**src/hw/pll_params.svh**
```systemverilog
`ifndef PLL_PARAMS_SVH
`define PLL_PARAMS_SVH

// ====================
// loop widths
// ====================
`define PLL_PHASE_WIDTH     32    // phase, increment and center frequency.
`define PLL_ERROR_WIDTH     8     // signed up/down count of the comparator.
`define PLL_GAIN_WIDTH      5     // shift code of the loop filter.

// ====================
// register map
// ====================
`define PLL_ADDR_WIDTH      4
`define PLL_REG_CENTER_FREQ 4'd0  // read/write, byte enabled.
`define PLL_REG_GAIN        4'd1  // read/write, low 5 bits only.
`define PLL_REG_PHASE_ERROR 4'd2  // read only, sign extended.
`define PLL_REG_PHASE_INC   4'd3  // read only.

// ====================
// saturation limits
// ====================
`define PLL_INC_MAX         32'h7FFF_FFFF
`define PLL_INC_MIN         32'h0000_0000

`endif

```
**src/hw/pllBusPkg.sv**
```systemverilog
`default_nettype none

`include "pll_params.svh"

package pllBusPkg;

    // Host side of the register block.
    typedef logic [`PLL_ADDR_WIDTH-1:0] regAddrT;  // word offset in the register window.
    typedef logic [31:0]                busDataT;  // one bus data word.
    typedef logic [3:0]                 byteEnT;   // one enable per byte lane.

endpackage

`default_nettype wire

```
**src/hw/pllLoopPkg.sv**
```systemverilog
`default_nettype none

`include "pll_params.svh"

package pllLoopPkg;

    // Values that travel around the loop.
    typedef logic [`PLL_PHASE_WIDTH-1:0]        phaseT;       // phase, increment or frequency.
    typedef logic signed [`PLL_ERROR_WIDTH-1:0] phaseErrorT;  // wraps modulo 256.
    typedef logic [`PLL_GAIN_WIDTH-1:0]         loopGainT;    // 0 turns the loop off.

endpackage

`default_nettype wire

```
**src/hw/pllRegisterFile.sv**
```systemverilog
`timescale 1ns/1ns
`default_nettype none

`include "pll_params.svh"

module pllRegisterFile
    import pllBusPkg::*, pllLoopPkg::*;
(
    input  wire        clk,
    input  wire        reset,
    input  wire        reqValid,
    input  wire        reqWrite,
    input  regAddrT    reqAddr,
    input  byteEnT     reqByteEn,
    input  busDataT    reqData,
    output logic       reqReady,
    output logic       rspValid,
    output busDataT    rspData,
    input  wire        rspReady,
    input  phaseErrorT phaseError,
    input  phaseT      phaseInc,
    output phaseT      centerFreq,
    output loopGainT   loopGain
);

    logic    reqFire;
    logic    writeFire;
    logic    readFire;
    busDataT readData;

    // a new request is taken once the pending response leaves.
    assign reqReady  = !rspValid || rspReady;
    assign reqFire   = reqValid && reqReady;
    assign writeFire = reqFire && reqWrite;
    assign readFire  = reqFire && !reqWrite;

    // ====================
    // write path
    // ====================
    always_ff @(posedge clk) begin
        if (reset) begin
            centerFreq <= '0;
            loopGain   <= '0;
        end else if (writeFire) begin
            case (reqAddr)
                `PLL_REG_CENTER_FREQ: begin
                    for (int lane = 0; lane < 4; lane++) begin
                        if (reqByteEn[lane]) begin
                            centerFreq[lane*8 +: 8] <= reqData[lane*8 +: 8];
                        end
                    end
                end
                `PLL_REG_GAIN: begin
                    if (reqByteEn[0]) begin
                        loopGain <= reqData[`PLL_GAIN_WIDTH-1:0];  // gain sits in lane 0.
                    end
                end
                default: ;  // the status offsets are read only.
            endcase
        end
    end

    // ====================
    // read path
    // ====================
    always_comb begin
        case (reqAddr)
            `PLL_REG_CENTER_FREQ: readData = centerFreq;
            `PLL_REG_GAIN:        readData = {{(32-`PLL_GAIN_WIDTH){1'b0}}, loopGain};
            `PLL_REG_PHASE_ERROR: begin
                readData = {{(32-`PLL_ERROR_WIDTH){phaseError[`PLL_ERROR_WIDTH-1]}},
                            phaseError};
            end
            `PLL_REG_PHASE_INC:   readData = phaseInc;
            default:              readData = '0;
        endcase
    end

    always_ff @(posedge clk) begin
        if (reset) begin
            rspValid <= 1'b0;
        end else if (readFire) begin
            rspValid <= 1'b1;
        end else if (rspReady) begin
            rspValid <= 1'b0;  // response taken and nothing new behind it.
        end
    end

    always_ff @(posedge clk) begin
        if (readFire) begin
            rspData <= readData;  // held while the host stalls.
        end
    end

endmodule

`default_nettype wire

```
**src/hw/phaseComparator.sv**
```systemverilog
`timescale 1ns/1ns
`default_nettype none

module phaseComparator
    import pllLoopPkg::*;
(
    input  wire        clk,
    input  wire        reset,
    input  wire        referenceClkEn,
    input  wire        outputClkEn,
    output phaseErrorT phaseError
);

    logic refOnly;
    logic outOnly;

    assign refOnly = referenceClkEn && !outputClkEn;
    assign outOnly = outputClkEn && !referenceClkEn;

    // A reference edge alone means the output lags, so the count drops.
    always_ff @(posedge clk) begin
        if (reset) begin
            phaseError <= '0;
        end else if (refOnly) begin
            phaseError <= phaseError - 1'b1;  // wraps through -128.
        end else if (outOnly) begin
            phaseError <= phaseError + 1'b1;  // wraps through 127.
        end
    end

endmodule

`default_nettype wire

```
**src/hw/loopFilter.sv**
```systemverilog
`timescale 1ns/1ns
`default_nettype none

`include "pll_params.svh"

module loopFilter
    import pllLoopPkg::*;
(
    input  wire        clk,
    input  wire        reset,
    input  phaseT      centerFreq,
    input  loopGainT   loopGain,
    input  phaseErrorT phaseError,
    output phaseT      phaseInc
);

    logic signed [`PLL_PHASE_WIDTH-1:0] errorExt;
    logic signed [`PLL_PHASE_WIDTH-1:0] leadNext;
    phaseT                              leadError;
    phaseT                              centerFreqQ;
    phaseT                              errorSum;

    assign errorExt = $signed({{(`PLL_PHASE_WIDTH-`PLL_ERROR_WIDTH){phaseError[7]}},
                               phaseError});

    // ====================
    // gain shifter
    // ====================
    // Code 7 passes the error unscaled; each step away doubles or halves it.
    always_comb begin
        if (loopGain == '0) begin
            leadNext = '0;
        end else if (loopGain >= 5'd7) begin
            leadNext = errorExt <<< (loopGain - 5'd7);
        end else begin
            leadNext = errorExt >>> (5'd7 - loopGain);
        end
    end

    always_ff @(posedge clk) begin
        if (reset) begin
            leadError   <= '0;
            centerFreqQ <= '0;
        end else begin
            leadError   <= leadNext;
            centerFreqQ <= centerFreq;  // keeps both sum inputs on the same edge.
        end
    end

    // ====================
    // saturating sum
    // ====================
    assign errorSum = centerFreqQ + leadError;

    always_ff @(posedge clk) begin
        if (reset) begin
            phaseInc <= '0;
        end else if (errorSum[31] && !leadError[31]) begin
            phaseInc <= `PLL_INC_MAX;  // ran past the top of the range.
        end else if (errorSum[31] && leadError[31]) begin
            phaseInc <= `PLL_INC_MIN;  // pulled below zero.
        end else begin
            phaseInc <= errorSum;
        end
    end

endmodule

`default_nettype wire

```
**src/hw/numericallyControlledOscillator.sv**
```systemverilog
`timescale 1ns/1ns
`default_nettype none

`include "pll_params.svh"

module numericallyControlledOscillator
    import pllLoopPkg::*;
(
    input  wire   clk,
    input  wire   reset,
    input  phaseT phaseInc,
    output logic  outputClk,
    output logic  outputClkEn
);

    phaseT      phase;
    phaseT      phaseSum;
    logic [1:0] topBitHistory;

    assign phaseSum = phase + phaseInc;  // wraps once per output period.

    always_ff @(posedge clk) begin
        if (reset) begin
            phase         <= '0;
            topBitHistory <= '0;
            outputClk     <= 1'b0;
            outputClkEn   <= 1'b0;
        end else begin
            phase         <= phaseSum;
            topBitHistory <= {topBitHistory[0], phaseSum[`PLL_PHASE_WIDTH-1]};
            outputClk     <= phase[`PLL_PHASE_WIDTH-1];  // square wave from the top bit.
            // one pulse per wrap of the accumulator.
            outputClkEn   <= (topBitHistory == 2'b10);
        end
    end

endmodule

`default_nettype wire

```
**src/hw/digitalPll.sv**
```systemverilog
`timescale 1ns/1ns
`default_nettype none

module digitalPll
    import pllBusPkg::*, pllLoopPkg::*;
(
    input  wire        clk,
    input  wire        reset,

    input  wire        reqValid,
    input  wire        reqWrite,
    input  regAddrT    reqAddr,
    input  byteEnT     reqByteEn,
    input  busDataT    reqData,
    output logic       reqReady,
    output logic       rspValid,
    output busDataT    rspData,
    input  wire        rspReady,

    input  wire        referenceClkEn,
    output logic       outputClk,
    output logic       outputClkEn,
    output phaseErrorT phaseError
);

    phaseT    centerFreq;
    loopGainT loopGain;
    phaseT    phaseInc;

    // ====================
    // host registers
    // ====================
    pllRegisterFile regFile (
        .clk        (clk),
        .reset      (reset),
        .reqValid   (reqValid),
        .reqWrite   (reqWrite),
        .reqAddr    (reqAddr),
        .reqByteEn  (reqByteEn),
        .reqData    (reqData),
        .reqReady   (reqReady),
        .rspValid   (rspValid),
        .rspData    (rspData),
        .rspReady   (rspReady),
        .phaseError (phaseError),
        .phaseInc   (phaseInc),
        .centerFreq (centerFreq),
        .loopGain   (loopGain)
    );

    // ====================
    // loop
    // ====================
    phaseComparator comparator (
        .clk            (clk),
        .reset          (reset),
        .referenceClkEn (referenceClkEn),
        .outputClkEn    (outputClkEn),  // the oscillator closes the loop here.
        .phaseError     (phaseError)
    );

    loopFilter filter (
        .clk        (clk),
        .reset      (reset),
        .centerFreq (centerFreq),
        .loopGain   (loopGain),
        .phaseError (phaseError),
        .phaseInc   (phaseInc)
    );

    numericallyControlledOscillator nco (
        .clk         (clk),
        .reset       (reset),
        .phaseInc    (phaseInc),
        .outputClk   (outputClk),
        .outputClkEn (outputClkEn)
    );

endmodule

`default_nettype wire

```
**config.mk**
```make
export PLATFORM = sky130hd
export DESIGN_NAME = digitalPll
export DESIGN_NICKNAME = d
export VERILOG_FILES = /design/src/hw/pllBusPkg.sv /design/src/hw/pllLoopPkg.sv /design/src/hw/pllRegisterFile.sv /design/src/hw/phaseComparator.sv /design/src/hw/loopFilter.sv /design/src/hw/numericallyControlledOscillator.sv /design/src/hw/digitalPll.sv
export VERILOG_INCLUDE_DIRS = /design/src /design/src/hw
export SDC_FILE = /design/constraint.sdc
export NUM_CORES = 1
export LEC_CHECK = 0
export BUFFER_PORTS_ARGS = -buffer_cell sky130_fd_sc_hd__buf_4
export CORE_ASPECT_RATIO = 0.75
export CORE_MARGIN = 1.5
export CORE_UTILIZATION = 46
export CTS_CLUSTER_SIZE = 10
export DETAILED_ROUTE_END_ITERATION = 16
export PLACE_DENSITY = 0.71
export SYNTH_ARGS = -nofsm -noshare
export SYNTH_HDL_FRONTEND = slang
export SYNTH_SLANG_ARGS = --single-unit
```
**constraint.sdc**
```tcl
create_clock -name clk -period 3.6 [get_ports clk]
set_clock_uncertainty 0.2 [all_clocks]
set_input_delay 0.72 -clock clk [delete_from_list [all_inputs] [get_ports clk]]
set_output_delay 0.72 -clock clk [all_outputs]
set_load 0.02 [all_outputs]
```
==> impl_results.md, run 1 <==
* CP endpoint kind: register
* Final wirelength at 27.4 mm
* Yosys warns at 0
* Top FF cell, synth: dfxtp_1
* Total GRT Usage at 0.221
* Status: finished, final reports clean
* Worst min path class: input pin to register
* Area growth, synth to finish at 15.2%
* Worst setup path endpoint: nco.phase[22]
* Vias in the first global route at 8062
* Setup bufs post-CTS at 0
* Clock transition at path regs at 0.06 ns
* Share of layout cells above drive strength 1 at 0.146
* Worst-margin pin slew at 0.934 ns
* Fmax at between 0.3 and 0.4 GHz
* Iter 0 DRT Violations at 758
* Gr ovfl total at 0
* Root Driver: clkbuf_16
* # H-tree levels at 1
* Final #Nets at 1365
* Site Rows at 48
* Synthesized area at 0.0109 mm2
* RSZ-0062 raised after global routing: no
* Crit-path cells: ha_1 > fa_1 > a21o_1 > a41oi_1 > nand3_1 > a221oi_1 > o21ai_1 > a21boi_1 > o21ai_0 > xnor2_1 > nor2_1
* Crit Path Class: register to register
* CP Launch Type: register
* Core Util, Final at 0.543
* Hold Buf Count CTS at 0
* Die height at around 140 um
* Diodes inserted at 0
* Reg area at ~0.0045 mm2
* Number of synthesized flops with an enable pin at 32
* IR drop worst, VDD at 0.287 mV
* Routed vias at 8807
* RR Endpoint: nco.phase[22]
* Die W at 181 um
* Clock sink total at 208
* TritonRoute pass-1 iters at 5
* Starting Density at 0.471
* Min cycle time layout at 3.31 ns
* Initial antenna violation count at 0
* Area of the multi-input gates at 0.00610 mm2
* Design area at 0.0126 mm2
* Final hold violation count at 0
* Register area share after synthesis at 0.411
* Slew margin rel. at 0.378
* Final HPWL DP at 20.4 mm
* Cell at the slowest stage of the critical path: a221oi_1
* I/O Buffers at 89
* Fin Hold WS at roughly 0.24 ns
* Max incr delay on CP at 0.43 ns
* Placed cell area at 0.0119 mm2
* Worst-skew pair later-pin latency at 0.51 ns
* Critical path arrival at 3.49 ns
* Max-slew violations at 0
* Fillers at 2098
* R2R setup slack at between 0.2 and 0.3 ns
* Setup crit start: filter.phaseInc[0]
* Share of flip-flops with an asynchronous set or reset at 0
* Tcrit/Tclk final at 0.918
* Core footprint at 0.0231 mm2
* #FFs+latches synth at approximately 210
* Syn_nets at 1288
* Critical Path RT at 3.78 ns
* CTS Buf Count at 25
* Remaining antenna violation count after routing at 0
* Die area at 0.0246 mm2
* Syn_area_per_cell at 9.34 um2
* IO Count at 90
* Gate Count Post-Synth at between 1000 and 1500
* DR DRC count at 0
* R2R cell count at 11
* First-pass GRT wire length at 43.4 mm
* WL/cell at roughly 18 um
* Max Cap Viol at 0
* CTS tree: done
* Clock buffer depth at 3
* Via/cell ratio at around 5.7
* Final setup vio count at 0
* Cell variety after synth at 70
* Setup TNS at 0 ns
* R2r startpoint: filter.phaseInc[0]
* Pleak at 0.00546 uW
* Pwr/cell area at 407 mW/mm2
* Largest net degree at the start of global routing at 100
* GP Congestion at 0.924
* CTS resizes at 0
* Crit-path max FO at 5
[power by group]
group	switching [uW]	internal [uW]	total, uW
Combinational	281	199	480
Sequential	70.9	2400	2470
Clock	892	1270	2160
Total	1240	3870	5110
[per-stage QoR]
step	setup WS [ns]	instances	total power (uW)
final	0.294	1556	5110
after global placement	0.421	1517	2980
after floorplan	0.503	1167	2800
after detailed placement	0.318	1517	2990
after CTS	0.314	1556	5150
after global routing	0.00556	1556	5300
[metal layers]
| metal | share of wire | GRT usage | wire length, um |
|---|---|---|---|
| met1 | 0.50 | 0.341 | 13800 |
| met2 | 0.41 | 0.324 | 11300 |
| met3 | 0.068 | 0.0311 | 1860 |
| met4 | 0.016 | 0.0467 | 444 |
| met5 | 0 | 0 | 0 |
[worst max-delay path: cells and delay by family, from the launching register on]
| kind | cells | cell delay [ns] |
|---|---|---|
| simple gates | 2 | 0.18 |
| xor+xnor | 1 | 0.16 |
| flops | 1 | 0.32 |
| fa+ha+maj | 2 | 0.65 |
| compound gates | 6 | 1.68 |
[layout by cell type, fill, tap and decap left out, drive strengths merged, types with 5 or more instances in the layout]
master	n
a211oi	6
a21o	35
a21oi	121
a221o	28
a22oi	13
a31oi	7
and2	9
and3	5
buf	103
clkbuf	38
dfxtp	176
edfxtp	32
ha	72
inv	31
mux2	9
mux2i	52
nand2	79
nand2b	10
nand3	17
nand4	5
nor2	133
nor2b	46
nor3	8
o21a	9
o21ai	73
o21bai	8
o22ai	5
xnor2	33
xor2	34
[synth_stat cells (10+ instances only)]
cell / number / area [um2]
nand3_1: 17 / 85.1
nor2b_1: 46 / 288
a221o_1: 28 / 280
xnor2_1: 33 / 289
clkbuf_1: 41 / 154
nand2b_1: 10 / 62.6
o21ai_0: 38 / 190
xor2_1: 34 / 298
ha_1: 72 / 901
a21oi_1: 120 / 601
edfxtp_1: 32 / 961
inv_1: 31 / 116
nor2_1: 133 / 499
nand2_1: 79 / 297
dfxtp_1: 176 / 3520
mux2i_1: 52 / 521
a21o_1: 35 / 263
o21ai_2: 30 / 263
a22oi_1: 13 / 97.6
[kinds of logic (layout without fill, tap and decap cells)]
kind of cell / count (synthesis) / in the layout / share of synthesized area
adder cells (fa/ha/maj): 75 / 75 / 0.0882
other: 1 / 1 / 0.000344
multiplexers: 63 / 63 / 0.0612
AND/OR/NAND/NOR: 325 / 325 / 0.137
AO/OA/AOI/OAI: 343 / 343 / 0.216
XOR/XNOR: 67 / 67 / 0.0538
buffers and inverters: 85 / 174 / 0.0321
flip-flops: 208 / 208 / 0.411
[sequential cells by signal, indices dropped and copies added, names as in the netlist]
signal / flops
regFile.loopGain: 5
regFile.centerFreq: 32
nco.topBitHistory: 2
nco.outputClkEn: 1
filter.phaseInc: 32
filter.leadError: 32
comparator.phaseError: 8
regFile.rspValid: 1
nco.phase: 31
regFile.rspData: 32
filter.centerFreqQ: 32
[area by class of cell]
| class | count | share of cell area |
|---|---|---|
| Clock inverter | 1 | 0.000697 |
| Tap cell | 300 | 0.0299 |
| Multi-Input combinational cell | 874 | 0.486 |
| Sequential cell | 208 | 0.357 |
| Clock buffer | 38 | 0.0537 |
| Timing Repair Buffer | 103 | 0.0636 |
| Inverter | 32 | 0.00956 |
[worst min-delay path by stage]
stage               cells after the start                endpoint                   from  slack, ns
detailed placement                      1         nco.outputClkEn   nco.topBitHistory[1]       0.28
CTS                                     3  regFile.centerFreq[26]            reqData[26]       0.23
floorplan                               1         nco.outputClkEn   nco.topBitHistory[0]       0.23
finish                                  3  regFile.centerFreq[26]            reqData[26]       0.24
global route                            3  regFile.centerFreq[24]            reqData[24]       0.25
global placement                        1   filter.centerFreqQ[3]  regFile.centerFreq[3]       0.27
Note: power is estimated with default switching activity, not from simulation.
==> inputs of run 2 (changes only) <==
Settings changed: RECOVER_POWER set to 50.
==> impl_results.md, run 2 (same netlist as run 1, synthesis figures left out) <==
* Status: finished with violations
* Violated checks: capacitance limit, slew limit
* CTS tree: done
* CTS Buf Count at 25
* RSZ-0062 raised after global routing: no
* Tcrit/Tclk final at 0.921
* Die W at 181 um
* Final #Nets at 1365
* Worst-skew pair later-pin latency at around 0.5 ns
* Worst min path class: input pin to register
* CTS resizes at 0
* Final hold violation count at 0
* Placed cell area at around 0.012 mm2
* Critical Path RT at 3.78 ns
* GP Congestion at approximately 0.92
* Hold worst-path end: regFile.centerFreq[26]
* Largest net degree at the start of global routing at 100
* Hold Buf Count CTS at 0
* R2r startpoint: filter.phaseInc[0]
* Vias in the first global route at 8062
* IR drop worst, VDD at 0.286 mV
* Final HPWL DP at 20.4 mm
* Area growth, synth to finish at 13.6%
* Initial antenna violation count at 0
* Crit Path Class: register to register
* Dpl cells at 1517
* Starting Density at 0.471
* Via/cell ratio at 5.64
* Crit-path max FO at 5
* First-pass GRT wire length at 43.4 mm
* Pleak at 0.00530 uW
* Min cycle time layout at 3.32 ns
* Diodes inserted at 0
* IO Count at 90
* Setup bufs post-CTS at 0
* Design area at 0.0124 mm2
* I/O Buffers at 89
* Final setup vio count at 0
* TritonRoute pass-1 iters at 5
* Core footprint at 0.0231 mm2
* Slew margin rel. at -0.162
* Commonest non-fill, non-tap cell in the layout: dfxtp_1
* R2R setup slack at 0.28 ns
* R2R cell count at 11
* Remaining antenna violation count after routing at 0
* Final Non-Filler Cells at 1556
* Max-slew violations at 33
* Pwr/cell area at 412 mW/mm2
* Min-Delay Path Depth at 3
* Final Power at 5100 uW
* Clock buffer depth at 3
* Die area at about 0.025 mm2
* Clock sink total at 208
* Die height at approximately 140 um
* Fin Hold WS at 0.247 ns
* CP Launch Type: register
* Critical path arrival at 3.50 ns
* Site Rows at 48
* Max Cap Viol at 1
* Clock transition at path regs at 0.06 ns
* Most frequent cells in the layout: dfxtp_1, nor2_1, a21oi_1
* DR DRC count at 0
* Fmax at 0.302 GHz
* Worst-margin pin slew at 1.74 ns
* Iter 0 DRT Violations at between 800 and 900
* Root Driver: clkbuf_16
* Setup TNS at 0 ns
* Total GRT Usage at 0.221
* CP endpoint kind: register
* # H-tree levels at 1
* Final wirelength at 27.5 mm
* RR Endpoint: nco.phase[22]
* Share of layout cells above drive strength 1 at 0.112
* Gr ovfl total at 0
* Routed vias at between 8000 and 9000
* Hold wc startpoint: reqData[26]
* WL/cell at 17.7 um
[run 2: cell count changes in the layout (fill, tap and decap cells not counted)]
cell      before  now
nor2_4         1    0
clkbuf_1      13   54
nor4_1         0    1
nor2_1       132  133
buf_4        101   61
buf_12         2    1
nor4_2         1    0
[run 2: layout make-up]
cell class	count	area, um2
Multi-Input combinational cell	874	6080
Fill cell	2148	10700
Sequential cell	208	4480
Clock inverter	1	8.76
Clock buffer	38	674
Tap cell	300	375
Timing Repair Buffer	103	632
Inverter	32	120
[run 2: critical path, cell delays in order (launching register included)]
cell and delay [ns]:
dfxtp_1 0.32, ha_1 0.23, fa_1 0.42, a21o_1 0.20
a41oi_1 0.25, nand3_1 0.13, a221oi_1 0.43, o21ai_1 0.26
a21boi_1 0.36, o21ai_0 0.19, xnor2_1 0.16, nor2_1 0.05
[run 2: worst max-delay path by stage]
stage               slack, ns  cells past startpoint             endpoint             startpoint
floorplan                0.50                      3   regFile.rspData[0]               rspReady
global placement         0.42                     11        nco.phase[22]     filter.phaseInc[0]
detailed placement       0.32                     10  filter.phaseInc[14]  filter.centerFreqQ[6]
CTS                      0.31                     10  filter.phaseInc[14]  filter.centerFreqQ[6]
global route            0.006                     11        nco.phase[24]     filter.phaseInc[0]
finish                   0.28                     11        nco.phase[22]     filter.phaseInc[0]
[run 2: power by group]
part	leakage [uW]	switching, uW	internal (uW)
sequential	0.00173	70.5	2400
combinational	0.00324	281	184
clock	0.000328	897	1270
[run 2: metrics by stage]
step                      worst slack (ns)  utilization
after floorplan                      0.503            -
after global placement               0.421        0.514
after CTS                            0.314        0.543
after detailed placement             0.318        0.514
final                                0.284        0.535
after global routing               0.00554        0.535
[run 2: layer usage]
metal / share of wire / vias to the layer above / GRT usage
met5: 0 / - / 0
met4: 0.017 / 0 / 0.0467
met3: 0.064 / 32 / 0.0311
met2: 0.41 / 261 / 0.324
met1: 0.51 / 4144 / 0.341
li1: - / 4340 / -
